**config.mk**
```make
export PLATFORM = sky130hd
export DESIGN_NAME = register_file
export DESIGN_NICKNAME = d
export VERILOG_FILES = /design/src/rtl/riscv_isa_pkg.sv /design/src/rtl/core_cfg_pkg.sv /design/src/rtl/register_file.sv
export SDC_FILE = /design/constraint.sdc
export NUM_CORES = 1
export LEC_CHECK = 0
export BUFFER_PORTS_ARGS = -buffer_cell sky130_fd_sc_hd__buf_2
export CELL_PAD_IN_SITES_DETAIL_PLACEMENT = 1
export CELL_PAD_IN_SITES_GLOBAL_PLACEMENT = 1
export CORE_AREA = 2 2 296 298
export DETAILED_ROUTE_END_ITERATION = 12
export DIE_AREA = 0 0 298 300
export HOLD_SLACK_MARGIN = 0.1
export PLACE_DENSITY_LB_ADDON = 0.12
export SYNTH_ARGS = -nofsm -noshare
export SYNTH_HDL_FRONTEND = slang
export SYNTH_SLANG_ARGS = --single-unit
```
**constraint.sdc**
```tcl
create_clock -name clk -period 3.46 [get_ports clk]
set_input_delay 0.692 -clock clk [delete_from_list [all_inputs] [get_ports clk]]
set_output_delay 0.692 -clock clk [all_outputs]
set_load 0.02 [all_outputs]
```
**src/rtl/riscv_isa_pkg.sv**
```systemverilog
`default_nettype none

package riscv_isa_pkg;

    typedef logic [31:0] xlen_t;
    typedef logic [31:0] addr_t;
    typedef logic [31:0] instr_t;
    typedef logic [4:0]  reg_idx_t;
    typedef logic [6:0]  opcode_t;

    // Major opcodes
    localparam opcode_t OPC_OP     = 7'b0110011;
    localparam opcode_t OPC_OP_IMM = 7'b0010011;
    localparam opcode_t OPC_BRANCH = 7'b1100011;
    localparam opcode_t OPC_JAL    = 7'b1101111;

    localparam logic [6:0] FUNCT7_ALT = 7'b0100000; // SUB and SRA

    // ALU funct3 codes
    localparam logic [2:0] F3_ADD_SUB = 3'b000;
    localparam logic [2:0] F3_SLL     = 3'b001;
    localparam logic [2:0] F3_SLT     = 3'b010;
    localparam logic [2:0] F3_SLTU    = 3'b011;
    localparam logic [2:0] F3_XOR     = 3'b100;
    localparam logic [2:0] F3_SRL_SRA = 3'b101;
    localparam logic [2:0] F3_OR      = 3'b110;
    localparam logic [2:0] F3_AND     = 3'b111;

    typedef enum logic [3:0] {
        ALU_ADD, ALU_SUB, ALU_SLL, ALU_SLT, ALU_SLTU,
        ALU_XOR, ALU_SRL, ALU_SRA, ALU_OR, ALU_AND
    } alu_op_e;

    // Conditional branches reuse their funct3
    typedef enum logic [2:0] {
        BR_BEQ  = 3'b000,
        BR_BNE  = 3'b001,
        BR_NONE = 3'b010,
        BR_JUMP = 3'b011,
        BR_BLT  = 3'b100,
        BR_BGE  = 3'b101,
        BR_BLTU = 3'b110,
        BR_BGEU = 3'b111
    } branch_op_e;

endpackage

`default_nettype wire

```
**src/rtl/core_cfg_pkg.sv**
```systemverilog
`default_nettype none

package core_cfg_pkg;

    localparam riscv_isa_pkg::addr_t    RESET_PC   = 32'h0000_0000;
    localparam int                      NUM_REGS   = 32;
    localparam riscv_isa_pkg::reg_idx_t TAP_REG    = 5'd10; // a0
    localparam riscv_isa_pkg::xlen_t    INSTR_STEP = 32'd4;

endpackage

`default_nettype wire

```
**src/rtl/register_file.sv**
```systemverilog
`timescale 1ns/100ps
`default_nettype none

module register_file (
    input  logic                    clk,
    input  logic                    reset_n,
    input  riscv_isa_pkg::reg_idx_t read_idx_a,
    input  riscv_isa_pkg::reg_idx_t read_idx_b,
    output riscv_isa_pkg::xlen_t    read_data_a,
    output riscv_isa_pkg::xlen_t    read_data_b,
    input  logic                    write_en,
    input  riscv_isa_pkg::reg_idx_t write_idx,
    input  riscv_isa_pkg::xlen_t    write_data,
    output riscv_isa_pkg::xlen_t    tap_data
);
    import riscv_isa_pkg::*;
    import core_cfg_pkg::*;

    xlen_t regs [NUM_REGS]; // Only reset ever writes x0

    function automatic xlen_t read_port(reg_idx_t idx);
        if (write_en && write_idx == idx && idx != '0) begin
            return write_data; // Write-through bypass
        end
        return regs[idx];
    endfunction

    always_comb begin
        read_data_a = read_port(read_idx_a);
        read_data_b = read_port(read_idx_b);
    end

    always_ff @(posedge clk or negedge reset_n) begin
        if (!reset_n) begin
            regs[0] <= '0;
        end else if (write_en && write_idx != '0) begin
            regs[write_idx] <= write_data;
        end
    end

    assign tap_data = regs[TAP_REG]; // Debug tap

    x0_reads_zero: assert property (@(posedge clk) disable iff (!reset_n)
        (write_en && write_idx == '0) |=>
            (read_idx_a != '0 || read_data_a == '0) &&
            (read_idx_b != '0 || read_data_b == '0));

endmodule

`default_nettype wire

```
# --- Word level (Yosys, flattened, before mapping) ---
# Cells that the tools add are included.
# Widths: inputs -> output; s select.
word_totals:
  reg_bits: 1024
  input_bits: 50
  output_inout_bits: 96
  wordCells: 66
op_classes:
  magnitude_cmp: 4
  n_eq_ne: 2
  muxes: 15
  bitwise_logic: 3
  reduce_logical: 10
ops:
  columns: ["cell", "n"]
  rows:
  - ["$bwmux 1024", 1]
  - ["$bmux 32 s5", 2]
  - ["$mux 32", 9]
  - ["$demux 32 s5", 1]
  - ["$ge 6x6->1 const B", 3]
  - ["$not 5->6", 3]
  - ["$reduce_bool 5->1", 3]
  - ["$eq 5x5->1", 2]
  - ["$logic_and 1x1->1", 6]
  - ["$lt 6x1->1 const B", 1]
  - ["$mux 1", 2]
  - ["$reduce_and 2->1", 1]

# --- Logic depth before layout (Yosys ltp) ---
depth:
  ltp_word: 6
  mapped_depth: 8
  depth_no_buf: 4

# --- Worst setup path before layout ---
# No wires, ideal clock.
synth_timing:
  path_type: "input-to-reg"
  from: "input write_idx[3]"
  to: "register regs[640] (netlist name), enable pin"
  setup_time_ps: 421
  arrival_ps: 2748
  required_ps: 3039
  slack_ps: 291
  path_stages: 3
  path_buffers: 1
  path_cell_list: "buf_2 or3b_2 nor2_1"
synth_via:
  elab_chain_len: 3
synth_lines:
  columns: ["item", "line", "text"]
  rows:
  - ["from (decl)", "register_file.sv:12", "input riscv_isa_pkg::reg_idx_t write_idx,"]
  - ["$reduce_bool 5->1", "register_file.sv:36", "end else if (write_en && write_idx != '0) begin"]
  - ["$logic_and 1x1->1", "register_file.sv:36", null]
  - ["$reduce_and 2->1 (no line)", null, null]
  - ["to (signal, indexed assignment)", "register_file.sv:37", "regs[write_idx] <= write_data;"]
  - ["to (decl)", "register_file.sv:19", "xlen_t regs [NUM_REGS];"]
# Every way passes these cells.
# A chain may end at the register's enable or synchronous reset.

# --- Worst setup path in the final report ---
layout_timing:
  from: "input read_idx_a[3]"
  to: "output read_data_a[1]"
layout_via:
  elab_chain_len: 5
  word_cells_on_any_way: 10
  classes_between: "1 x eq/ne; 5 x mux; 1 x bitwise; 3 x reduce/logical"
layout_lines:
  columns: ["item", "line", "text"]
  rows:
  - ["from (decl)", "register_file.sv:7", "input riscv_isa_pkg::reg_idx_t read_idx_a,"]
  - ["$not 5->6 (implied by the code) or $eq 5x5->1 (tied branches)", "register_file.sv:25, register_file.sv:22", null]
  - ["$bmux 32 s5 or $logic_and 1x1->1 (tied branches)", "register_file.sv:25, register_file.sv:22", null]
  - ["$mux 32 (implied by the code) or $logic_and 1x1->1 (tied branches)", "register_file.sv:25, register_file.sv:22", null]
  - ["$mux 32 (implied by the code) or $mux 1 (tied branches)", "register_file.sv:25, register_file.sv:22", null]
  - ["$mux 32 (*)", "register_file.sv:25", "return regs[idx];"]
  - ["to (decl)", "register_file.sv:9", "output riscv_isa_pkg::xlen_t read_data_a,"]
# Every way passes the cells marked *; elsewhere a longest branch is shown, timed or not. The select of a mux whose other input is x is not followed.

==> results.txt <==
P per Cell Area: 507 nW/µm²
kind of critical path: input pin to primary output
Post-synth EDFFs: 992
maxcap violations: 0
P_leak: 17.6 nW
Worst EP required: 2.77 ns
Final GP Congestion: 0.833
final hold vios: 0
CTS root buf: clkbuf_16
top cell type's share of synthesized area: 63.2%
Sw Pwr: 6.37 mW
fin. max-slew vios: 0
vias after detailed routing: 28.1k
drt drc: 0
antenna violations before repair: 12
peak supply drop: 439 µV
WL final: 159 mm
Clock power frac: 41.2%
CP max FO: 31
# fillers: 7071
switching part of the total power: 22.9%
die height: 300 µm
syn_area_per_cell: 20.8 µm²
Synth cell types: 47
CTS tree: built
clk buf depth: 3
post-synth top area cell: edfxtp_1
FFs w/ async S/R, synth: 3.13%
ranking of synthesized cells by area: edfxtp_1, mux4_2, o22ai_1
largest net degree at the start of global routing: 49
status: complete, but fails checks
yosys warns: 0
Global Route Usage Sum: 35.9%
nets@finish: 2572
CTS sink count: 1024
endpoints failing setup: 2
CP peak stage delay: 0.52 ns
Slew headroom: 50.4%
share of cells above drive strength 1: 44.0%
min cycle time layout: 3.48 ns
# H-tree levels: 3
slew at the pin closest to its max-slew limit: 0.742 ns
combinational power share: 9.4%
setup ws final: -0.0178 ns
number of buffers inserted by port buffering: 145
setup TNS: -0.0325 ns
DP Wirelength: 95.2 mm
total grt overflow: 0
Synth top cells by count: edfxtp_1, mux4_2, o22ai_1
clk slew on worst S/H paths: 0.06 ns
Seq/Total Area, Yosys: 64.9%
I/O Pins: 146
routed length per instance: 42.0 µm
Starting Density: 54.6%
most used cell, CP: buf_2
slowest stage cell, crit path: or3b_2
Fmax: 288 MHz
HP Start: regs[1015]$_DFFE_PN0P_
Worst Clk Skew: 0 ns
count leader, synth: edfxtp_1
Chip Width: 298 µm
Detailed Route Iter0 Violations: 3784
Cell Rows: 108
crit path launch: read_idx_a[3]
area delta synth->final: 16.2%
RSZ-0062 raised after global routing: true
violated checks: negative setup slack
vias per std cell: 7.45
Die Area: 89400 µm²
cell area after synthesis: 47100 µm²
Hold WC Path Type: register to register
first-pass GRT wire length: 223 mm
total CTS buffers: 107
vias in the first global route: 29.5k
CP Data Arrival Time: 2.79 ns
core box area: 86200 µm²
Pre-Repair DR Iteration Count: 5
Routed Antenna Nets: 0
CP cell instances: buf_2 > or3b_2 > buf_12 > o22ai_1 > nor4_1 > mux2_4 > buf_2
nature of the critical path endpoint: primary output
Mapped Cells: 2269
Power, Total: 27.8 mW
fin crit share: 101%
internal portion of total power: 21.4 mW
CP Launch Type: input pin
register bit total from synthesis: 1024
worst skew pair latency: 0.68 ns
Reg2Reg Launch Point: regs[1014]$_DFFE_PN0P_
Seq pwr share: 49.4%
Top FF cell, synth: edfxtp_1
Syn Nets: 2319
[registers in the layout, summed over array words and instances, names as in the netlist]
signal / cells
regs: 992
tap_data: 32
[cell usage in the layout, fill, tap and decap left out, types with 4 or more instances in the layout]
cell	instances
edfxtp_1	992
mux4_2	504
o22ai_1	241
buf_4	157
buf_2	141
clkbuf_16	112
buf_12	85
nor4_1	55
dfrtp_1	32
nor2_4	31
mux2_4	29
clkbuf_1	28
mux2_1	27
clkinv_2	20
clkinv_1	20
nand3b_1	10
o22ai_2	8
clkbuf_8	8
bufinv_16	8
diode_2	7
or3b_2	7
mux2_2	7
mux4_1	7
nor2_1	6
xnor2_1	6
buf_16	6
nand2_1	5
nand3_1	5
xor2_1	4
nor4_2	4
[worst paths after layout]
path                            cells after the start  slack, ns                     end
min in group asynchronous                           3       0.71  regs[1014]$_DFFE_PN0P_
worst max-delay path                                7      -0.02          read_data_a[1]
max in group asynchronous                           3       2.10  regs[1005]$_DFFE_PN0P_
worst max register to register                      0       2.86  regs[1014]$_DFFE_PN0P_
worst min register to register                      0       0.39  regs[1015]$_DFFE_PN0P_
worst min-delay path                                0       0.39  regs[1015]$_DFFE_PN0P_
[power groups by stage]
stage	Sequential, mW	Clock [mW]	Combinational [mW]
final	13.7	11.4	2.61
after global routing	13.7	12.0	2.72
after CTS	13.7	11.6	2.57
after detailed placement	14.0	0	2.54
after global placement	14.0	0	2.49
after floorplan	14.0	0	1.48
[final cells by class]
type	count	area, µm²	share of cell area [%]
antenna	7	17.5	0.0320
clock buffer	146	2970	5.42
clock inverter	55	493	0.900
inverter	3	11.3	0.0206
multi-input combinational	989	15300	28.0
sequential	1024	30600	55.9
tap	1155	1450	2.64
timing repair buffer	397	3900	7.12
[per-layer routing]
metal | up-vias | track usage (%) | part of all wire [%]
met5 | - | 0 | 0.025
met4 | 6 | 15.8 | 4.9
met3 | 438 | 7.70 | 11
met2 | 2038 | 56.8 | 48
met1 | 15100 | 48.9 | 36
li1 | 10500 | - | -
[through the flow]
step	setup WS (ns)	cells	hold WS, ns	util (%)	instance area, µm²
CTS	-0.000927	3764	0.387	63.3	54600
global route	-0.0155	3769	0.407	63.5	54700
global placement	-0.297	3561	0.375	59.2	51000
detailed placement	-0.301	3561	0.383	59.2	51000
finish	-0.0178	3776	0.392	63.5	54800
floorplan	0.291	2269	0.396	-	47100
[what timing repair did]
item | in CTS | in global routing
hold buffers | 1 | 0
hold endpoints to repair | 1 | 0
gates resized for setup | 7 | 17
setup buffers | 0 | 3
endpoints found under the setup margin | 9 | 15
gates cloned | 1 | 2
[worst max-delay path, delay by kind of cell]
kind	cells	cell delay [ns]
multiplexers	1	0.35
AO/OA/AOI/OAI	1	0.40
AND/OR/NAND/NOR	2	0.63
buffers and inverters	3	0.66
[kinds of logic after synthesis]
kind of cell,after synthesis,synth area share (%)
buffers and inverters,256,3.23
multiplexers,577,26.3
AND/OR/NAND/NOR,144,1.85
flip-flops,1024,64.9
AO/OA/AOI/OAI,258,3.51
XOR/XNOR,10,0.186
No activity file was read; power rests on OpenSTA's default activity.
