**src/rtl/riscv_isa_pkg.sv**
```systemverilog
`default_nettype none

package riscv_isa_pkg;

    typedef logic [31:0] xlen_t;
    typedef logic [31:0] addr_t;
    typedef logic [31:0] instr_t;
    typedef logic [4:0]  reg_idx_t;
    typedef logic [6:0]  opcode_t;

    // Major opcodes
    localparam opcode_t OPC_OP     = 7'b0110011;
    localparam opcode_t OPC_OP_IMM = 7'b0010011;
    localparam opcode_t OPC_BRANCH = 7'b1100011;
    localparam opcode_t OPC_JAL    = 7'b1101111;

    localparam logic [6:0] FUNCT7_ALT = 7'b0100000; // SUB and SRA

    // ALU funct3 codes
    localparam logic [2:0] F3_ADD_SUB = 3'b000;
    localparam logic [2:0] F3_SLL     = 3'b001;
    localparam logic [2:0] F3_SLT     = 3'b010;
    localparam logic [2:0] F3_SLTU    = 3'b011;
    localparam logic [2:0] F3_XOR     = 3'b100;
    localparam logic [2:0] F3_SRL_SRA = 3'b101;
    localparam logic [2:0] F3_OR      = 3'b110;
    localparam logic [2:0] F3_AND     = 3'b111;

    typedef enum logic [3:0] {
        ALU_ADD, ALU_SUB, ALU_SLL, ALU_SLT, ALU_SLTU,
        ALU_XOR, ALU_SRL, ALU_SRA, ALU_OR, ALU_AND
    } alu_op_e;

    // Conditional branches reuse their funct3
    typedef enum logic [2:0] {
        BR_BEQ  = 3'b000,
        BR_BNE  = 3'b001,
        BR_NONE = 3'b010,
        BR_JUMP = 3'b011,
        BR_BLT  = 3'b100,
        BR_BGE  = 3'b101,
        BR_BLTU = 3'b110,
        BR_BGEU = 3'b111
    } branch_op_e;

endpackage

`default_nettype wire

```
**src/rtl/instr_decode.sv**
```systemverilog
`timescale 1ns/100ps
`default_nettype none

module instr_decode (
    input  logic                      clk,
    input  logic                      reset_n,
    input  logic                      flush,
    input  riscv_isa_pkg::instr_t     instr,
    input  riscv_isa_pkg::addr_t      fetch_pc,
    input  riscv_isa_pkg::xlen_t      rf_data_a,
    input  riscv_isa_pkg::xlen_t      rf_data_b,
    output riscv_isa_pkg::reg_idx_t   rs1_idx,
    output riscv_isa_pkg::reg_idx_t   rs2_idx,
    output riscv_isa_pkg::addr_t      ex_pc,
    output riscv_isa_pkg::reg_idx_t   ex_rs1,
    output riscv_isa_pkg::reg_idx_t   ex_rs2,
    output riscv_isa_pkg::reg_idx_t   ex_rd,
    output riscv_isa_pkg::xlen_t      ex_data_a,
    output riscv_isa_pkg::xlen_t      ex_data_b,
    output riscv_isa_pkg::xlen_t      ex_imm,
    output riscv_isa_pkg::alu_op_e    ex_alu_op,
    output logic                      ex_use_imm,
    output riscv_isa_pkg::branch_op_e ex_branch_op,
    output logic                      ex_reg_write
);
    import riscv_isa_pkg::*;

    opcode_t    opcode;
    logic [2:0] funct3;
    logic [6:0] funct7;
    xlen_t      imm_i;
    xlen_t      imm_sh;
    xlen_t      imm_b;
    xlen_t      imm_j;
    alu_op_e    dec_alu_op;
    branch_op_e dec_branch_op;
    xlen_t      dec_imm;
    logic       dec_use_imm;
    logic       dec_reg_write;

    // --------------------
    // Fields and immediates
    // --------------------
    assign opcode  = instr[6:0];
    assign funct3  = instr[14:12];
    assign funct7  = instr[31:25];
    assign rs1_idx = instr[19:15];
    assign rs2_idx = instr[24:20];

    assign imm_i  = {{20{instr[31]}}, instr[31:20]};
    assign imm_sh = {27'b0, instr[24:20]};
    assign imm_b  = {{20{instr[31]}}, instr[7], instr[30:25], instr[11:8], 1'b0};
    assign imm_j  = {{12{instr[31]}}, instr[19:12], instr[20], instr[30:21], 1'b0};

    function automatic alu_op_e alu_from_funct3(logic [2:0] f3, logic alt);
        case (f3)
            F3_ADD_SUB: return alt ? ALU_SUB : ALU_ADD;
            F3_SLL:     return ALU_SLL;
            F3_SLT:     return ALU_SLT;
            F3_SLTU:    return ALU_SLTU;
            F3_XOR:     return ALU_XOR;
            F3_SRL_SRA: return alt ? ALU_SRA : ALU_SRL;
            F3_OR:      return ALU_OR;
            default:    return ALU_AND;
        endcase
    endfunction

    // --------------------
    // Control decode
    // --------------------
    always_comb begin
        dec_alu_op    = ALU_ADD; // Bubble unless recognised
        dec_branch_op = BR_NONE;
        dec_imm       = imm_i;
        dec_use_imm   = 1'b0;
        dec_reg_write = 1'b0;
        case (opcode)
            OPC_OP: begin
                dec_reg_write = 1'b1;
                dec_alu_op    = alu_from_funct3(funct3, funct7 == FUNCT7_ALT);
            end
            OPC_OP_IMM: begin
                dec_reg_write = 1'b1;
                dec_use_imm   = 1'b1;
                // Only the right shift has an alternate form here
                dec_alu_op = alu_from_funct3(funct3,
                    funct3 == F3_SRL_SRA && funct7 == FUNCT7_ALT);
                if (funct3 == F3_SLL || funct3 == F3_SRL_SRA) begin
                    dec_imm = imm_sh;
                end
            end
            OPC_BRANCH: begin
                dec_imm = imm_b;
                case (funct3)
                    3'b000, 3'b001: dec_alu_op = ALU_SUB;  // BEQ, BNE
                    3'b100, 3'b101: dec_alu_op = ALU_SLT;  // BLT, BGE
                    3'b110, 3'b111: dec_alu_op = ALU_SLTU; // BLTU, BGEU
                    default: ;
                endcase
                if (funct3 != 3'b010 && funct3 != 3'b011) begin
                    dec_branch_op = branch_op_e'(funct3);
                end
            end
            OPC_JAL: begin
                dec_reg_write = 1'b1;
                dec_imm       = imm_j;
                dec_branch_op = BR_JUMP;
            end
            default: ;
        endcase
    end

    // --------------------
    // ID/EX register
    // --------------------
    always_ff @(posedge clk or negedge reset_n) begin
        if (!reset_n) begin
            ex_alu_op    <= ALU_ADD;
            ex_use_imm   <= 1'b0;
            ex_branch_op <= BR_NONE;
            ex_reg_write <= 1'b0;
        end else if (flush) begin
            ex_alu_op    <= ALU_ADD;
            ex_use_imm   <= 1'b0;
            ex_branch_op <= BR_NONE;
            ex_reg_write <= 1'b0;
        end else begin
            ex_alu_op    <= dec_alu_op;
            ex_use_imm   <= dec_use_imm;
            ex_branch_op <= dec_branch_op;
            ex_reg_write <= dec_reg_write;
        end
    end

    always_ff @(posedge clk) begin
        ex_pc     <= fetch_pc;
        ex_rs1    <= rs1_idx;
        ex_rs2    <= rs2_idx;
        ex_rd     <= instr[11:7];
        ex_data_a <= rf_data_a;
        ex_data_b <= rf_data_b;
        ex_imm    <= dec_imm;
    end

endmodule

`default_nettype wire

```
**config.mk**
```make
export PLATFORM = sky130hd
export DESIGN_NAME = instr_decode
export DESIGN_NICKNAME = d
export VERILOG_FILES = /design/src/rtl/riscv_isa_pkg.sv /design/src/rtl/instr_decode.sv
export SDC_FILE = /design/constraint.sdc
export NUM_CORES = 1
export LEC_CHECK = 0
export BUFFER_PORTS_ARGS = -buffer_cell sky130_fd_sc_hd__buf_4
export CAP_MARGIN = 10
export CORE_AREA = 2 2 113 115
export CTS_CLUSTER_DIAMETER = 40
export DETAILED_ROUTE_END_ITERATION = 8
export DIE_AREA = 0 0 115 117
export GPL_TIMING_DRIVEN = 0
export PLACE_DENSITY = 0.74
export SETUP_SLACK_MARGIN = 0.4
export SLEW_MARGIN = 5
export SYNTH_ARGS = -nofsm -noshare
export SYNTH_HDL_FRONTEND = slang
export SYNTH_SLANG_ARGS = --single-unit
```
**constraint.sdc**
```tcl
create_clock -name clk -period 1.9 [get_ports clk]
set_input_delay 0.19 -clock clk [delete_from_list [all_inputs] [get_ports clk]]
set_output_delay 0.19 -clock clk [all_outputs]
set_load 0.01 [all_outputs]
```
; Yosys cells after proc, flatten, opt, wreduce, memory -nomap -nowiden
; Index checks and enable logic that the tools add are counted.
[word_totals]
input_bits = 131
regBits = 152
wordCells = 51
ram_bits = 0
mem_count = 0
output_inout_bits = 162
mem_bits_ro = 0
latchBits = 0
[op_classes]
eq_ne = 14
magnitude_cmp = 0
div_mod_pow = 0
multipliers = 0
n_reduce_logical = 8
bitwise = 0
n_shift = 0
add_sub_neg = 0
n_mux = 18
[ops]
columns = operator, count
row1 = $pmux W32 S3, 1
row2 = $pmux W4 S7, 2
row3 = $mux W32, 1
row4 = $eq A7 B6 Y1 const B, 2
row5 = $eq A7 B7 Y1 const B, 2
row6 = $eq A3 B3 Y1 const B, 4
row7 = $pmux W4 S3, 1
row8 = $pmux W3 S3, 1
row9 = $mux W1, 8
row10 = $eq A7 B5 Y1 const B, 1
row11 = $eq A3 B2 Y1 const B, 2
row12 = $mux W3, 2
row13 = $ne A3 B2 Y1 const B, 2
row14 = $pmux W3 S2, 1
row15 = $reduce_or A2 Y1, 3
row16 = $mux W4, 1
row17 = $eq A3 B1 Y1 const B, 1
row18 = $logic_not A3 Y1, 1
row19 = $reduce_or A3 Y1, 1
row20 = $logic_and A1 B1 Y1, 2
row21 = $logic_or A1 B1 Y1, 1

; Logic depth before layout (Yosys ltp)
; Gate-level depths: netlist of the first run.
[logic_depth]
word_depth = 6
depth_mapped = 5
depth_no_buf = 4

; Worst setup path before layout of the first run
; No wires, ideal clock.
[synth_timing]
path_type = input to register
start = input port instr[6]
end = register ex_imm[12]
required_ns = 1.785
setup_time_ns = 0.115
path_buffers = 1
t_arrival_ns = 1.136
path_stages = 5
slack_ns = 0.648
path_cell_list = and4b_2 nand4_4 and3_1 buf_6 a31o_1
[synth_via]
elab_chain_len = 2
elab_cells_between_ends = 4
cone_classes = eq/ne: 3 / mux: 1
[synth_lines]
columns = element, line_no
row1 = "start, declared", instr_decode.sv:8  ; input riscv_isa_pkg::instr_t instr,
row2 = $eq A7 B7 Y1 / $eq A7 B5 Y1 (equally long branches), instr_decode.sv:77  ; case (opcode)
row3 = $pmux W32 S3 (*), instr_decode.sv:77
row4 = via dec_imm[12], instr_decode.sv:37  ; xlen_t dec_imm;
row5 = "end signal, assigned", instr_decode.sv:142  ; ex_imm <= dec_imm;
row6 = "end, declared", instr_decode.sv:20  ; output riscv_isa_pkg::xlen_t ex_imm,
; The timed path passes the listed nets; every way through them passes the cells marked *.

; Worst setup path in the final report of the first run
[layout_timing]
start = input port instr[5]
end = register ex_imm[0]
; Same word-level chain as after synthesis.

==> impl_metrics.py, run 1 <==
metrics = {
    "synthesis": {
        "netlist_instances": 233,
        "ys_seq_area_share_pct": 81.1,
        "synth_edf_count": 0,
        "synth-async-reset-ratio_pct": 6.38,
        "synth_cell_types": 41,
        "syn_area_per_cell_sq_um": 15.2,
        "synth_seq_cells": 141,
        "synthFlopType": "dfxtp_1",
        "synth_nets": 364,
        "post_synth_instance_area_sq_um": 3540,
        "yosys_warnings": 0,
    },
    "routing": {
        "wl_per_cell_um": 16.0,
        "drc": 0,
        "postRouteWirelength_um": 13200,
        "drt-initial-drc-count": 149,
        "firstDrtPassIters": 4,
        "ant_nets": 0,
        "viasPerCell": 4.16,
        "vias": 3434,
    },
    "grt": {
        "grt_usage_pct": 18.7,
        "antenna_found_initial": 0,
        "grt_max_degree": 17,
        "grt_pass1_wl_um": 18500,
        "grt_overflow": 0,
        "grt_pass1_vias": 3561,
    },
    "sta": {
        "period_minus_slack_ps": 1450,
        "holdWs_ps": 42.7,
        "worstMarginPinSlew_ps": 433,
        "post-route-worst-setup-slack_ps": 446,
        "fmax_ghz": 0.688,
        "relSlewSlack_pct": 71.1,
        "maxSlewViolCount": 0,
        "rsz0062_at_grt": "no",
        "finalHoldViolCount": 0,
        "setup_tns_ps": 0,
        "setup_viol": 0,
        "min_period_over_period_pct": 76.5,
    },
    "pwr": {
        "p_leak_nw": 3.70,
        "ir_drop_uv": 540,
        "power.density_nw_per_um2": 980,
    },
    "placement": {
        "placed_cell_area_sq_um": 5900,
        "place_ws_ps": 432,
        "place_inst": 673,
        "dp_hpwl_um": 8160,
        "finalWeightedCongestion": 0.710,
        "port_buffers": 290,
    },
    "clock_tree": {
        "cts_buffers": 17,
        "cts_tree": "built",
        "clockBufferDepth": 2,
        "numClockSinks": 141,
        "clk_pin_slew_ps": 50,
        "htree_levels": 4,
        "cts_root_buf": "clkbuf_16",
    },
    "worst_setup_path": {
        "cp-startpoint": "instr[5]",
        "crit_required_ps": 2200,
        "cp.arrival_ps": 1750,
        "path_max_fanout": 10,
        "critPathLaunchType": "primary input",
        "slowest_delay_ps": 530,
        "path_class": "in2reg",
        "worst_path_max_delay_cell": "dlygate4sd3_1",
        "path_cells": "dlygate4sd3_1, buf_4, and3b_2, and2_1, buf_2, o21ai_1, and2_1",
        "cpMostUsedCell": "and2_1",
        "cp-end-kind": "register",
    },
    "die": {
        "die-area_sq_um": 13500,
        "dieWidth_um": 115,
        "rows": 41,
        "die_height_um": 117,
        "core_area_sq_um": 12300,
        "start_util_pct": 28.8,
        "io-pin-count": 293,
    },
    "job": {
        "max_cap_violations": 0,
    },
    "hold_path": {
        "min_to": "ex_imm[30]$_DFF_P_",
        "hold_path_depth": 3,
        "hold_start": "instr[31]",
        "hp-class": "in2reg",
    },
    "final_layout": {
        "drive_above_1_share_pct": 53.0,
        "fillers": 896,
        "syn2layout_area_growth_pct": 119,
        "most-common-layout-cells": "buf_4, dfxtp_1, dlygate4sd3_1",
        "final_cells": 825,
        "design_area_sq_um": 7750,
        "layout_commonest_cell": "buf_4",
        "nets": 792,
    },
    "run_status": {
        "outcome": "finished, final reports clean",
    },
}
[critical path: cells and delay by family]
family / cells / cell delay (ps)
buffers and inverters: 3 / 900
AO/OA/AOI/OAI: 1 / 80
AND/OR/NAND/NOR: 3 / 580
[final cells by class]
class / instances / area (sq um) / share of cell area [%]
Timing Repair Buffer: 409 / 3370 / 43.5
Sequential cell: 141 / 2870 / 37.0
Multi-Input combinational cell: 62 / 490 / 6.33
Clock buffer: 19 / 443 / 5.72
Buffer: 27 / 189 / 2.44
Clock inverter: 13 / 188 / 2.42
Tap cell: 150 / 188 / 2.42
Inverter: 3 / 11.3 / 0.145
Antenna cell: 1 / 2.50 / 0.0323
[sequential cells by signal, summed over array words and instances (netlist names)]
register / flops
ex_rd: 5
ex_data_b: 32
ex_branch_op: 3
ex_alu_op: 4
ex_reg_write: 1
ex_rs2: 5
ex_rs1: 5
ex_use_imm: 1
ex_pc: 32
ex_imm: 21
ex_data_a: 32
[Yosys cell counts (2+ instances only)]
library cell	count	area [sq um]
dfxtp_1	132	2640
buf_4	21	158
and2_1	10	62.6
a31o_1	8	70.1
dfrtp_1	8	200
nor2_1	5	18.8
mux2_1	4	45.0
clkbuf_1	3	11.3
inv_1	3	11.3
nand3_1	3	15.0
a21oi_1	2	10.0
a311oi_1	2	17.5
nor3b_1	2	15.0
o21ai_1	2	10.0
or3_1	2	12.5
[where the power goes]
group | internal [W] | switching, W | leakage, nW
registers | 0.00312 | 0.0000522 | 1.24
logic | 0.000589 | 0.000323 | 2.16
clock network | 0.00224 | 0.00127 | 0.300
[metrics by stage]
step,util (%),power (W)
finish,62.9,0.00759
detailed placement,48.0,0.00392
global placement,48.0,0.00390
floorplan,-,0.00341
CTS,62.8,0.00760
global route,62.9,0.00785
[logic make-up (layout without fill, tap and decap cells)]
kind of cell,count (synthesis),after routing,synth area share [%]
AOI/OAI and AO/OA,23,23,5.41
buffers and inverters,30,471,5.66
DFF,141,141,81.1
muxes,4,4,1.27
other,0,1,0
and+or+nand+nor,35,35,6.61
[layer usage]
metal / track usage, % / up-vias / routed length, um
met4: 8.35 / 0 / 265
met2: 37.0 / 181 / 7590
met1: 16.6 / 1616 / 4280
li1: - / 1616 / -
met5: 0 / - / 0
met3: 7.26 / 21 / 1090
[how the worst max path moves through the flow]
stage | endpoint | cells past startpoint
2_1_floorplan | ex_imm[12]$_DFF_P_ | 5
3_3_place_gp | ex_imm[14]$_DFF_P_ | 6
3_5_place_dp | ex_imm[18]$_DFF_P_ | 6
4_1_cts | ex_imm[27] | 2
5_1_grt | ex_imm[0]$_DFF_P_ | 7
6_report | ex_imm[0]$_DFF_P_ | 7
[what timing repair did]
item,4_1_cts,5_1_grt
hold endpoints to repair,131,0
gates resized for setup,0,5
hold buffers,119,0
endpoints found under the setup margin,0,19
buffers inserted,0,0
Note: power is estimated with default switching activity, not from simulation.
==> run 2: changes to the inputs <==
Settings changed: CORE_AREA 2 2 113 115 to 2 2 115 117, DIE_AREA 0 0 115 117 to 0 0 117 119, PLACE_DENSITY 0.74 to 0.75.
Clock period 1.9 ns to 1.24 ns, I/O delays scaled along.
==> run 2 against run 1 <==
Effect of this change:
- worst hold slack worse by 4.3 ps
- die area is 3.5% higher
- combinational power is 74% higher
- via count is 3.5% higher
- clock power is 47% higher
- non-clock buffer count is 8 higher
==> impl_metrics.py, run 2 (synthesis results as in run 1) <==
metrics = {
    "worst_setup_path": {
        "path_max_fanout": 12,
        "cp-end-kind": "primary output",
        "cp.arrival_ps": 1050,
        "slowest_delay_ps": 380,
        "worst_path_max_delay_cell": "dfxtp_4",
        "crit_required_ps": 1120,
        "cpMostUsedCell": "buf_4",
        "critPathLaunchType": "register",
        "path_cells": "buf_4, buf_4",
        "path_class": "reg2out",
    },
    "final_layout": {
        "postLayoutCoreUtil_pct": 66.7,
        "top_regs": "ex_data_a (32), ex_data_b (32), ex_pc (32)",
        "nets": 800,
        "most-common-layout-cells": "buf_4, buf_6, dfxtp_2",
        "syn2layout_area_growth_pct": 143,
        "layout_commonest_cell": "buf_4",
        "final_cells": 864,
        "drive_above_1_share_pct": 73.2,
        "design_area_sq_um": 8590,
    },
    "die": {
        "rows": 42,
        "start_util_pct": 27.5,
        "dieWidth_um": 117,
        "core_area_sq_um": 12900,
        "die_height_um": 119,
        "die-area_sq_um": 13900,
        "io-pin-count": 293,
    },
    "sta": {
        "setup_viol": 0,
        "fmax_ghz": 0.850,
        "finalHoldViolCount": 0,
        "maxSlewViolCount": 0,
        "relSlewSlack_pct": 69.7,
        "period_minus_slack_ps": 1180,
        "min_period_over_period_pct": 94.8,
        "rsz0062_at_grt": "yes",
        "worstMarginPinSlew_ps": 454,
        "holdWs_ps": 38.3,
    },
    "placement": {
        "place_inst": 699,
        "dp_hpwl_um": 8730,
        "placed_cell_area_sq_um": 5960,
        "port_buffers": 290,
        "finalWeightedCongestion": 0.749,
    },
    "routing": {
        "postRouteWirelength_um": 14900,
        "vias": 3554,
        "drt-initial-drc-count": 136,
        "ant_nets": 0,
        "firstDrtPassIters": 4,
        "wl_per_cell_um": 17.3,
        "viasPerCell": 4.11,
        "drc": 0,
    },
    "pwr": {
        "p_int_w": 0.00891,
        "ir_drop_uv": 935,
        "combPwrFrac_pct": 13.6,
        "clockPowerShare_pct": 44.2,
        "pwr-share-seq_pct": 42.2,
        "p_switching_w": 0.00279,
        "p_total_w": 0.0117,
        "p_leak_nw": 3.93,
        "sw_frac_of_total_pct": 23.8,
        "power.density_nw_per_um2": 1360,
    },
    "run_status": {
        "outcome": "finished, final reports clean",
    },
    "grt": {
        "grt_max_degree": 17,
        "grt_pass1_vias": 3894,
        "grt_pass1_wl_um": 20400,
        "grt_overflow": 0,
        "antenna_found_initial": 6,
        "grt_usage_pct": 20.0,
    },
    "clock_tree": {
        "clockBufferDepth": 2,
        "numClockSinks": 141,
        "htree_levels": 4,
        "clk_pin_slew_ps": 60,
        "cts_root_buf": "clkbuf_16",
        "cts_tree": "built",
        "cts_buffers": 17,
    },
    "job": {
        "max_cap_violations": 0,
    },
    "hold_path": {
        "hp-class": "in2reg",
    },
}
==> run 2: worst max-delay path: cells and delay by family (launching register included) <==
kind	cells	cell delay, ps
flops	1	380
buf+inv	2	270
==> run 2: through the flow <==
step | worst slack (ps) | setup TNS, ps
3_3_place_gp | -111 | -1280
4_1_cts | 35.1 | 0
6_report | 63.9 | 0
5_1_grt | 10.3 | 0
3_5_place_dp | -133 | -1470
2_1_floorplan | 94.4 | 0
==> run 2: cell type report <==
| type | instances | area (sq um) |
|---|---|---|
| inverters | 3 | 11.3 |
| clock buffers | 17 | 425 |
| diodes | 6 | 15.0 |
| flip-flops and latches | 141 | 3040 |
| well taps | 176 | 220 |
| multi-input cells | 62 | 532 |
| plain buffers | 27 | 206 |
| repair buffers | 417 | 3970 |
| clock inverters | 15 | 179 |
| fillers | 862 | 4280 |
==> run 2: path summary, 6_finish.rpt <==
check / cells past startpoint / end / start / slack (ps)
max: 2 / ex_imm[26] / ex_imm[30]$_DFF_P_ / 60
min: 2 / ex_imm[12]$_DFF_P_ / instr[12] / 40
max in group asynchronous: 2 / ex_branch_op[1]$_DFF_PN1_ / reset_n / 940
min in group asynchronous: 2 / ex_alu_op[3]$_DFF_PN0_ / reset_n / 80
==> run 2: what timing repair did <==
item | 4_1_cts | 5_1_grt
endpoints found under the hold margin | 140 | 1
pin swaps | 1 | 2
buffers inserted | 2 | 3
gates resized for setup | 235 | 50
setup endpoints to repair | 166 | 169
hold buffers | 121 | 1
==> run 2: power by group through the flow <==
stage / sequential, W / clock (W) / combinational, W
3_3_place_gp: 0.00494 / 0 / 0.00106
6_report: 0.00494 / 0.00517 / 0.00159
3_5_place_dp: 0.00494 / 0 / 0.00108
2_1_floorplan: 0.00506 / 0 / 0.000165
4_1_cts: 0.00492 / 0.00517 / 0.00154
5_1_grt: 0.00496 / 0.00547 / 0.00168
==> run 2: metal layers <==
layer,track usage [%],part of all wire [%],vias up
li1,-,-,1639
met1,17.8,32,1689
met2,38.4,57,187
met3,6.92,7.9,39
met4,10.2,3.2,0
met5,0,0,-
