File: src/rtl/riscv_isa_pkg.sv
`default_nettype none

package riscv_isa_pkg;

    typedef logic [31:0] xlen_t;
    typedef logic [31:0] addr_t;
    typedef logic [31:0] instr_t;
    typedef logic [4:0]  reg_idx_t;
    typedef logic [6:0]  opcode_t;

    // Major opcodes
    localparam opcode_t OPC_OP     = 7'b0110011;
    localparam opcode_t OPC_OP_IMM = 7'b0010011;
    localparam opcode_t OPC_BRANCH = 7'b1100011;
    localparam opcode_t OPC_JAL    = 7'b1101111;

    localparam logic [6:0] FUNCT7_ALT = 7'b0100000; // SUB and SRA

    // ALU funct3 codes
    localparam logic [2:0] F3_ADD_SUB = 3'b000;
    localparam logic [2:0] F3_SLL     = 3'b001;
    localparam logic [2:0] F3_SLT     = 3'b010;
    localparam logic [2:0] F3_SLTU    = 3'b011;
    localparam logic [2:0] F3_XOR     = 3'b100;
    localparam logic [2:0] F3_SRL_SRA = 3'b101;
    localparam logic [2:0] F3_OR      = 3'b110;
    localparam logic [2:0] F3_AND     = 3'b111;

    typedef enum logic [3:0] {
        ALU_ADD, ALU_SUB, ALU_SLL, ALU_SLT, ALU_SLTU,
        ALU_XOR, ALU_SRL, ALU_SRA, ALU_OR, ALU_AND
    } alu_op_e;

    // Conditional branches reuse their funct3
    typedef enum logic [2:0] {
        BR_BEQ  = 3'b000,
        BR_BNE  = 3'b001,
        BR_NONE = 3'b010,
        BR_JUMP = 3'b011,
        BR_BLT  = 3'b100,
        BR_BGE  = 3'b101,
        BR_BLTU = 3'b110,
        BR_BGEU = 3'b111
    } branch_op_e;

endpackage

`default_nettype wire

File: src/rtl/core_cfg_pkg.sv
`default_nettype none

package core_cfg_pkg;

    localparam riscv_isa_pkg::addr_t    RESET_PC   = 32'h0000_0000;
    localparam int                      NUM_REGS   = 32;
    localparam riscv_isa_pkg::reg_idx_t TAP_REG    = 5'd10; // a0
    localparam riscv_isa_pkg::xlen_t    INSTR_STEP = 32'd4;

endpackage

`default_nettype wire

File: src/rtl/pc_control.sv
`timescale 1ns/100ps
`default_nettype none

module pc_control (
    input  logic                      clk,
    input  logic                      reset_n,
    input  riscv_isa_pkg::branch_op_e ex_branch_op,
    input  riscv_isa_pkg::xlen_t      ex_alu_result,
    input  riscv_isa_pkg::addr_t      ex_branch_target,
    output riscv_isa_pkg::addr_t      instr_addr,
    output riscv_isa_pkg::addr_t      fetch_pc,
    output logic                      flush
);
    import riscv_isa_pkg::*;
    import core_cfg_pkg::*;

    addr_t pc;
    logic  taken;

    // --------------------
    // Branch resolution
    // --------------------
    always_comb begin
        case (ex_branch_op)
            BR_BEQ:          taken = (ex_alu_result == '0); // SUB result
            BR_BNE:          taken = (ex_alu_result != '0);
            BR_BLT, BR_BLTU: taken = ex_alu_result[0];      // Set-less-than bit
            BR_BGE, BR_BGEU: taken = !ex_alu_result[0];
            BR_JUMP:         taken = 1'b1;
            default:         taken = 1'b0;
        endcase
    end

    // Squash the two younger instructions
    assign flush = taken;

    always_ff @(posedge clk or negedge reset_n) begin
        if (!reset_n) begin
            pc <= RESET_PC;
        end else if (taken) begin
            pc <= ex_branch_target;
        end else begin
            pc <= pc + INSTR_STEP;
        end
    end

    // Fetch is combinational so the decode address is the PC itself
    assign instr_addr = pc;
    assign fetch_pc   = pc;

    // Branch targets come from the decoded immediates
    pc_aligned: assert property (@(posedge clk) disable iff (!reset_n)
        instr_addr[1:0] == 2'b00);

endmodule

`default_nettype wire

File: config.mk
export PLATFORM = sky130hd
export DESIGN_NAME = pc_control
export DESIGN_NICKNAME = d
export VERILOG_FILES = /design/src/rtl/riscv_isa_pkg.sv /design/src/rtl/core_cfg_pkg.sv /design/src/rtl/pc_control.sv
export SDC_FILE = /design/constraint.sdc
export NUM_CORES = 1
export LEC_CHECK = 0
export ABC_AREA = 1
export BUFFER_PORTS_ARGS = -buffer_cell sky130_fd_sc_hd__buf_2
export CAP_MARGIN = 40
export CORE_MARGIN = 8
export CORE_UTILIZATION = 46
export CTS_CLUSTER_SIZE = 12
export DETAILED_ROUTE_END_ITERATION = 8
export PLACE_DENSITY = 0.89
export SETUP_SLACK_MARGIN = 0.3
export SYNTH_ARGS = -nofsm -noshare
export SYNTH_HDL_FRONTEND = slang
export SYNTH_SLANG_ARGS = --single-unit
export TNS_END_PERCENT = 50
File: constraint.sdc
create_clock -name clk -period 1.8 [get_ports clk]
set_clock_uncertainty 0.1 [all_clocks]
set_input_delay 0.27 -clock clk [delete_from_list [all_inputs] [get_ports clk]]
set_output_delay 0.27 -clock clk [all_outputs]
set_load 0.02 [all_outputs]
Yosys cells after proc, flatten, opt, wreduce, memory -nomap -nowiden
Cells that the tools add are included.
{ "op_classes": {"add_sub_neg": 1, "eq_ne": 6, "n_mux": 2, "reduce_logical": 6} }
{ "ops": {"columns": ["operator", "count"], "rows": [
  ["$add 32x3->32 const B", 1],
  ["$logic_not 32->1", 1],
  ["$mux 32", 1],
  ["$reduce_bool 32->1", 1],
  ["$eq 3x3->1 const B", 4],
  ["$pmux 1 s5", 1],
  ["$reduce_or 2->1", 2],
  ["$eq 3x1->1 const B", 1],
  ["$eq 3x2->1 const B", 1],
  ["$logic_not 3->1", 1],
  ["$logic_not 1->1", 1]
]} }
{ "word_totals": {"reg_bits": 32, "out_inout_bits": 65, "elab_cells": 16} }

Longest topological paths before layout
Gate-level depths: netlist of the first run.
{ "logic_depth": {"word_depth": 4, "ltp_mapped": 10, "mapped_depth_nobuf": 10} }

Worst setup path after synthesis of the first run
OpenSTA, ideal clock, no wires.
{ "synth_path": {"kind": "register to register", "startpoint": "register pc[2] (netlist: fetch_pc[2])", "endpoint": "register pc[28] (netlist: fetch_pc[28])", "setup_ns": 0.119, "arrival_ns": 1.598, "required_ns": 1.581, "slack_ns": -0.016, "stages_incl_launch_ff": 11, "path_buffers": 0, "cell_sequence": "dfrtp_1 ha_1 nand2_1 nor2_1 nand2_1 inv_1 nand2_1 nand2_1 nand2_1 nand4_1 nand2_1"} }
{ "synth_via": {"elab_chain_cells": 2} }
{ "synth_rtl": {"columns": ["element", "line", "source"], "rows": [
  ["start, declared", "pc_control.sv:17", "addr_t pc;"],
  ["start signal, assigned", "pc_control.sv:41", "pc <= ex_branch_target;"],
  ["start signal, assigned", "pc_control.sv:43", "pc <= pc + INSTR_STEP;"],
  ["$add 32x3->32", "pc_control.sv:43", null],
  ["$mux 32", "pc_control.sv:40", "end else if (taken) begin"]
]} }
Every way passes these cells.

Worst setup path in the final report of the first run
{ "layout_path": {"startpoint": "input port ex_alu_result[22]", "endpoint": "output port flush"} }
{ "layout_via": {"elab_chain_cells": 2, "elab_cells_between_ends": 3, "classes_between": "mux: 1; reduce/logical: 2"} }
{ "layout_rtl": {"columns": ["element", "line", "source"], "rows": [
  ["start, declared", "pc_control.sv:8", "input riscv_isa_pkg::xlen_t ex_alu_result,"],
  ["$reduce_bool 32->1 or $logic_not 32->1 (tied branches)", "pc_control.sv:26, pc_control.sv:25", null],
  ["$pmux 1 s5 *", "pc_control.sv:24", "case (ex_branch_op)"],
  ["end, declared", "pc_control.sv:12", "output logic flush"]
]} }
Every way passes the cells marked *; elsewhere a longest branch is shown, timed or not.

==> run metrics, run 1 <==
final hold slack=65.9 ps; CTS Buffer Depth=2; unrepaired setup endpoints after global routing=yes; gp weighted congestion=0.882; final core occ=70.0%; number of diodes=0; root buf cell=clkbuf_8; io pins=approximately 130; routed length per placed instance=15.4 um; Final min period=1560 ps; clock-pin slew on the worst setup and hold paths=80 ps; Vias=3162; Setup crit end kind=primary output; critical path, cell by cell=buf_6, nor2_4, nand2_1, nor2_1, nand2_1, nor2_1, nand2_2, nand3_4, buf_6; cell family with most CP delay=simple AND/OR/NAND/NOR gates; Area growth syn-to-layout=48.0%; hold path startpoint=ex_branch_target[15]; Final nets=between 600 and 700; outcome=completed; Cell Area, Synth=2590 um^2; area leader, netlist=dfrtp_1; Syn Inst Count=a little over 400; # H-tree levels=2; vias per cell=5.13; crit path buf inv count=2; Slew headroom=50.7%; Starting Density=a little under half; fillcell total=482; final wirelength=9510 um; multi-input logic area=1680 um^2; Tcrit/Tclk final=86.5%; Crit Path Max Fanout=2; post-synth top area share=a little under a third; # DRC=0; Max Fclk=642 MHz; die height=between 90 and 100 um; Yosys warnings=0; die area=between 8000 and 9000 um^2; crit path DAT=1190 ps; Post-DP HPWL=6700 um; antenna-violating nets left=0; PwrDens=819 nW/um^2; HP Class=in -> reg; kind of critical path=in -> out; Largest stage delay, worst path=roughly 150 ps; register area=827 um^2; Critical Path RT=1430 ps; setup_tns=0 ps; top post-synthesis cells by area=dfrtp_1 (31%), nand2_1 (26%), nor2_1 (9.7%), buf_4 (9.3%), nand4_1 (8.0%); Final Hold Vio Count=0; Final Max Slew Viols=0; number of max-cap violations=0; port buffer count=roughly 130; sequential share of the synthesized area=30.9%; vias in the first global route=3148; Synth Register Bits=32; synthesized net count=476; Max rail drop VDD=~470 uV; Leak=roughly 1.9 nW; Critical Path Start=ex_alu_result[22]; layout cell share with drive strength beyond 1=approximately half; first-pass GRT wire length=14600 um; Total GRT Usage=a little over a fifth; largest net degree at the start of global routing=33; Yosys cell types=20; Clock Latency Late Sink=290 ps; Worst R2R Start=fetch_pc[3]$_DFF_PN0_; DRT iter0 DRCs=196; max reg flops=32; final global-route overflow total=0; drt first pass iters=5; number of setup violations in the final report=0; row count=27; width of the die=91 um; Worst Max-Slew Pin Slew=739 ps; CP Launch Type=input pin; initial antenna violation count=0; Mean Syn Cell Area=~6.4 um^2; CTS sink cnt=32; Core Area=between 5000 and 6000 um^2; CTS tree=done; Crit-path slowest cell=nor2_1; CTS Buf Count=5
kinds of logic (layout without fill, tap and decap cells):
family	count (synthesis)	after routing	synth area share, %
compound gates	5	5	1.55
xor+xnor	11	11	3.72
fa+ha+maj	1	1	0.483
buf+inv	58	196	14.1
flops	32	32	30.9
simple gates	299	299	49.2
final cells by class:
| type | count | share of cell area, % |
|---|---|---|
| Multi-Input combinational cell | 316 | 43.9 |
| Timing Repair Buffer | 174 | 28.1 |
| Sequential cell | 32 | 21.6 |
| Clock buffer | 8 | 2.61 |
| Tap cell | 72 | 2.35 |
| Inverter | 14 | 1.44 |
cells in the final DEF, fill, tap and decap left out, drive strengths merged:
cell,netlist,layout
xor2,3,3
nand2,177,177
xnor2,8,8
ha,1,1
clkbuf,5,8
a21oi,1,1
nand4,33,33
o21ai,4,4
dfrtp,32,32
dlygate4sd3,0,1
nor2,67,67
nand3b,13,13
inv,14,14
buf,39,173
nand3,7,7
nor3,2,2
report_power, final:
part,switching [mW],total [mW],internal [mW]
sequential,0.201,1.06,0.855
clock,0.272,0.621,0.349
combinational,0.855,1.46,0.607
total,1.33,3.14,1.81
tightest hold or removal path, stage by stage:
cell     delay [ps]
buf_2            70
nand2_1          40
nand2_1          40
synth_stat cells (all sizes together):
cell type  count
xor2           3
buf           39
nor3           2
nand3          7
dfrtp         32
nand3b        13
a21oi          1
inv           14
clkbuf         5
nand4         33
nand2        177
ha             1
nor2          67
xnor2          8
o21ai          4
layer usage:
| layer | global-route usage, % | wire length, um | up-vias |
|---|---|---|---|
| met4 | 5.05 | 209 | 0 |
| li1 | - | - | 1533 |
| met5 | 0 | 0 | - |
| met3 | 7.24 | 851 | 21 |
| met1 | 24.3 | 3590 | 1450 |
| met2 | 36.7 | 4850 | 158 |
path summary, 6_finish.rpt:
| path | end | slack [ps] | depth (start not counted) |
|---|---|---|---|
| max | flush | 240 | 9 |
| min | fetch_pc[15]$_DFF_PN0_ | 70 | 3 |
| min in group asynchronous | fetch_pc[11]$_DFF_PN0_ | 480 | 2 |
| max in group asynchronous | fetch_pc[20]$_DFF_PN0_ | 590 | 2 |
| max reg2reg | fetch_pc[22]$_DFF_PN0_ | 260 | 9 |
| min reg2reg | fetch_pc[0]$_DFFE_PN0P_ | 490 | 2 |
metrics by stage:
step	setup slack [ps]	instances	cell area, um^2	power (mW)
CTS	244	590	3350	2.86
global route	130	616	3830	3.31
finish	243	616	3830	3.14
global placement	154	573	3100	2.14
floorplan	299	406	2610	1.87
detailed placement	111	573	3100	2.17
repair_timing:
action | 4_1_cts | 5_1_grt
endpoints found under the hold margin | 32 | 0
pin swaps | 16 | 35
resized for setup | 23 | 90
setup buffers | 8 | 26
gates cloned | 0 | 0
hold buffers | 1 | 0
setup endpoints to repair | 18 | 33
No activity file was read; power rests on OpenSTA's default activity.
==> run 2: changes to the inputs <==
Settings changed: CORE_UTILIZATION 46 to 50, PLACE_DENSITY 0.89 to 0.95.
Clock period 1.8 ns to 1.9 ns, I/O delays scaled along.
==> run metrics, run 2 (same netlist as run 1, synthesis figures left out) <==
outcome=completed; largest net degree at the start of global routing=33; multi-input logic area=1630 um^2; Core Area=between 5000 and 6000 um^2; vias per cell=5.24; crit path DAT=approximately 1300 ps; R2R setup slack=370 ps; routed length per placed instance=15.9 um; Tcrit/Tclk final=88.2%; drt first pass iters=4; Setup crit end kind=primary output; PwrDens=roughly 750 nW/um^2; hold path startpoint=ex_branch_target[3]; Leak=1.80 nW; Final min period=between 1500 and 2000 ps; most common cell after layout, fill and taps aside=nand2_1; internal power=roughly 1.5 mW; reg2reg path depth=7; register area=823 um^2; most frequent cells in the layout=nand2_1 (164), buf_2 (118), nor2_1 (36), nand4_1 (33); Starting Density=51.3%; root buf cell=clkbuf_8; CTS Buf Count=5; HP Class=in -> reg; Worst Max-Slew Pin Slew=750 ps; # DRC=0; first-pass GRT wire length=roughly 13000 um; Final Hold Vio Count=0; number of diodes=0; max reg flops=32; Crit Path Max Fanout=2; clock-pin slew on the worst setup and hold paths=70 ps; layout cell share with drive strength beyond 1=a little over two fifths; row count=26; Clock Latency Late Sink=290 ps; CTS sink cnt=32; CTS Buffer Depth=2; io pins=roughly 130; Max Fclk=slightly below 600 MHz; Post-DP HPWL=6730 um; r2r endpoint=fetch_pc[7]$_DFF_PN0_; setup_tns=0 ps; final wirelength=9350 um; Critical Path RT=1510 ps; final global-route overflow total=0; clock share of power=a little under a fifth; DRT iter0 DRCs=between 200 and 250; CTS tree=done; Vias=3087; width of the die=87.9 um; gp weighted congestion=0.958; Reg power frac=37.3%; fillcell total=408; Logic pwr share=44.3%; Sw Share=a little over two fifths; Slew headroom=50.0%; WHS Endpoint=fetch_pc[3]$_DFF_PN0_; initial antenna violation count=0; Worst R2R Start=fetch_pc[2]$_DFF_PN0_; die area=a little under 8000 um^2; unrepaired setup endpoints after global routing=yes; vias in the first global route=3029; CP Launch Type=input pin; die height=87.9 um; Total GRT Usage=between 20% and 30%; port buffer count=about 130; Final nets=590; hold path cells=3; Placement Setup Slack=about 77 ps; number of setup violations in the final report=0; Max rail drop VDD=387 uV; antenna-violating nets left=0; Critical Path Start=ex_alu_result[17]; Net Sw Power=about 1.2 mW; # H-tree levels=2; kind of critical path=in -> out; Final Max Slew Viols=0; worst setup margin=224 ps; number of max-cap violations=0; Area growth syn-to-layout=37.8%
[run 2: cell count changes in the layout (fill, tap and decap cells not counted), sizes merged]
cell    change
buf        -23
clkbuf      -2
[run 2: critical path, stage by stage]
cell and delay, ps:
buf_2 110, nor2_1 110, nand2_1 90, nor2_2 140, nand2_4 90, o21ai_4 190
nand3_4 120, buf_6 150
[run 2: layout make-up]
class	instances	share of cell area, %
tap	70	2.46
clock buffer	6	2.04
sequential	32	23.1
inverter	14	1.47
multi-input combinational	316	45.7
timing repair buffer	151	25.3
[run 2: power by group through the flow]
stage          clock [mW]  combinational (mW)  sequential, mW
6_report            0.492                1.18           0.996
5_1_grt             0.522                1.28            1.02
4_1_cts             0.498                1.08           0.975
3_5_place_dp            0                1.07           0.984
3_3_place_gp            0                1.04           0.974
2_1_floorplan           0               0.672            1.09
[run 2: metal layers]
metal | GRT usage (%) | vias to the layer above | routed length, um
li1 | - | 1489 | -
met2 | 40.3 | 158 | 4690
met1 | 24.3 | 1420 | 3560
met4 | 7.66 | 0 | 204
met5 | 0 | - | 0
met3 | 5.91 | 20 | 893
[run 2: worst max path at each step]
stage / end / slack, ps / cells past startpoint
global route: flush / 180 / 8
CTS: flush / 250 / 8
floorplan: fetch_pc[18]$_DFF_PN0_ / 300 / 8
detailed placement: flush / 80 / 8
finish: flush / 220 / 8
global placement: flush / 120 / 8
[run 2: stage by stage]
step / hold slack (ps) / std cells / utilization [%] / total power, mW / area, um^2
floorplan: -111 / 406 / - / 1.76 / 2600
global placement: 273 / 572 / 61.3 / 2.02 / 3090
detailed placement: 294 / 572 / 61.3 / 2.05 / 3090
CTS: 86.3 / 582 / 63.8 / 2.56 / 3220
global route: 98.2 / 589 / 70.7 / 2.82 / 3570
finish: 87.9 / 589 / 70.7 / 2.67 / 3570
[run 2: timing repair]
| action | in CTS | in global routing |
|---|---|---|
| setup endpoints to repair | 9 | 33 |
| setup buffers | 3 | 7 |
| pin swaps | 2 | 27 |
| hold buffers | 1 | 0 |
| gates resized for setup | 4 | 93 |
| endpoints found under the hold margin | 32 | 0 |
==> run 3: changes to the inputs <==
Settings changed: CELL_PAD_IN_SITES_DETAIL_PLACEMENT set to 0, CELL_PAD_IN_SITES_GLOBAL_PLACEMENT set to 1, CORE_UTILIZATION 50 to 32, PLACE_DENSITY 0.95 to 0.93.
==> run metrics, run 3 (same netlist as run 1, synthesis figures left out) <==
outcome=completed; Max Fclk=649 MHz; clock-pin slew on the worst setup and hold paths=70 ps; width of the die=106 um; CTS Buf Count=5; Final Max Slew Viols=0; Final Hold Vio Count=0; routed length per placed instance=13.7 um; Critical Path RT=1510 ps; Tcrit/Tclk final=81.0%; root buf cell=clkbuf_8; most common cell after layout, fill and taps aside=nand2_1; die height=106 um; Starting Density=32.3%; DRT iter0 DRCs=90; port buffer count=about 130; number of max-cap violations=0; die area=between 10000 and 15000 um^2; Vias=2952; # H-tree levels=2; # DRC=0; io pins=approximately 130; row count=33; Final nets=591; Total GRT Usage=15.2%; most frequent cells in the layout=nand2_1 (166), buf_2 (132), nor2_1 (38), nand4_1 (33), dfrtp_2 (25); setup_tns=0 ps; max reg flops=32; unrepaired setup endpoints after global routing=yes; R2R setup slack=between 300 and 400 ps; drt first pass iters=4; number of setup violations in the final report=0; Slew headroom=51.6%; total power=2.81 mW; crit path DAT=1150 ps; vias in the first global route=roughly 3000; final global-route overflow total=0; Setup crit end kind=primary output; antenna-violating nets left=0; largest net degree at the start of global routing=33; fillcell total=880; Area growth syn-to-layout=36.2%; CTS Buffer Depth=2; Max rail drop VDD=between 500 and 600 uV; Placement Setup Slack=206 ps; Final min period=1540 ps; first-pass GRT wire length=~14000 um; CTS tree=done; CP Launch Type=input pin; Crit Path Max Fanout=2; vias per cell=4.71; gp weighted congestion=~0.87; number of diodes=0; Core Area=8010 um^2; initial antenna violation count=0; Leak=1.77 nW; Worst Max-Slew Pin Slew=around 730 ps; final wirelength=8610 um; Post-DP HPWL=6700 um; PwrDens=approximately 800 nW/um^2; HP Class=in -> reg; final hold slack=roughly 85 ps; worst setup margin=360 ps; layout cell share with drive strength beyond 1=44.6%; Clock Latency Late Sink=290 ps; kind of critical path=in -> out; CTS sink cnt=32
[run 3: per-layer routing]
layer  global-route usage [%]  part of all wire (%)  routed length (um)  vias up
met2                     25.8                    49                4210       98
met5                        0                     0                   0        -
li1                         -                     -                   -     1492
met3                     3.81                   5.5                 471        7
met1                     18.9                    45                3870     1355
met4                     3.42                  0.66                  57        0
[run 3: worst max-delay path: stages]
cell and delay (ps):
buf_2 100, nor2_2 90, nand2_1 60, nor2_2 120, nand2_2 90, o21ai_4 180, nand3_4 90, buf_6 140
[run 3: worst paths after layout]
check / start / end / depth (start not counted)
worst max-delay path: ex_alu_result[29] / flush / 8
worst min-delay path: ex_branch_target[9] / fetch_pc[9]$_DFF_PN0_ / 3
worst max register to register: fetch_pc[2]$_DFF_PN0_ / fetch_pc[27]$_DFF_PN0_ / 10
worst min register to register: fetch_pc[1]$_DFFE_PN0P_ / fetch_pc[1]$_DFFE_PN0P_ / 2
max in group asynchronous: reset_n / fetch_pc[20]$_DFF_PN0_ / 2
min in group asynchronous: reset_n / fetch_pc[12]$_DFF_PN0_ / 2
[run 3: final cells by class]
| cell class | instances | area [um^2] | share of cell area (%) |
|---|---|---|---|
| tap | 105 | 131 | 3.73 |
| timing repair buffer | 152 | 817 | 23.2 |
| clock inverter | 2 | 35.0 | 0.994 |
| sequential | 32 | 832 | 23.6 |
| clock buffer | 6 | 72.6 | 2.06 |
| multi-input combinational | 316 | 1580 | 44.9 |
| inverter | 14 | 52.6 | 1.49 |
[run 3: where the power goes]
| group | leakage (nW) | total (mW) | internal (mW) | switching [mW] |
|---|---|---|---|---|
| combinational | 1.35 | 1.16 | 0.446 | 0.717 |
| clock | 0.0552 | 0.653 | 0.389 | 0.264 |
| sequential | 0.362 | 0.997 | 0.812 | 0.185 |
| total | 1.77 | 2.81 | 1.65 | 1.17 |
[run 3: repair_timing]
action	in CTS	in global routing
endpoints found under the setup margin	7	24
cloned	0	0
hold buffers	1	0
resized for setup	7	68
buffers inserted	3	8
pin swaps	5	4
hold endpoints to repair	32	0
[run 3: per-stage QoR]
step           area (um^2)  cells  utilization (%)
2_1_floorplan         2600    406                -
3_3_place_gp          3140    607             39.2
3_5_place_dp          3140    607             39.2
4_1_cts               3300    619             41.2
5_1_grt               3520    627             44.0
6_report              3520    627             44.0
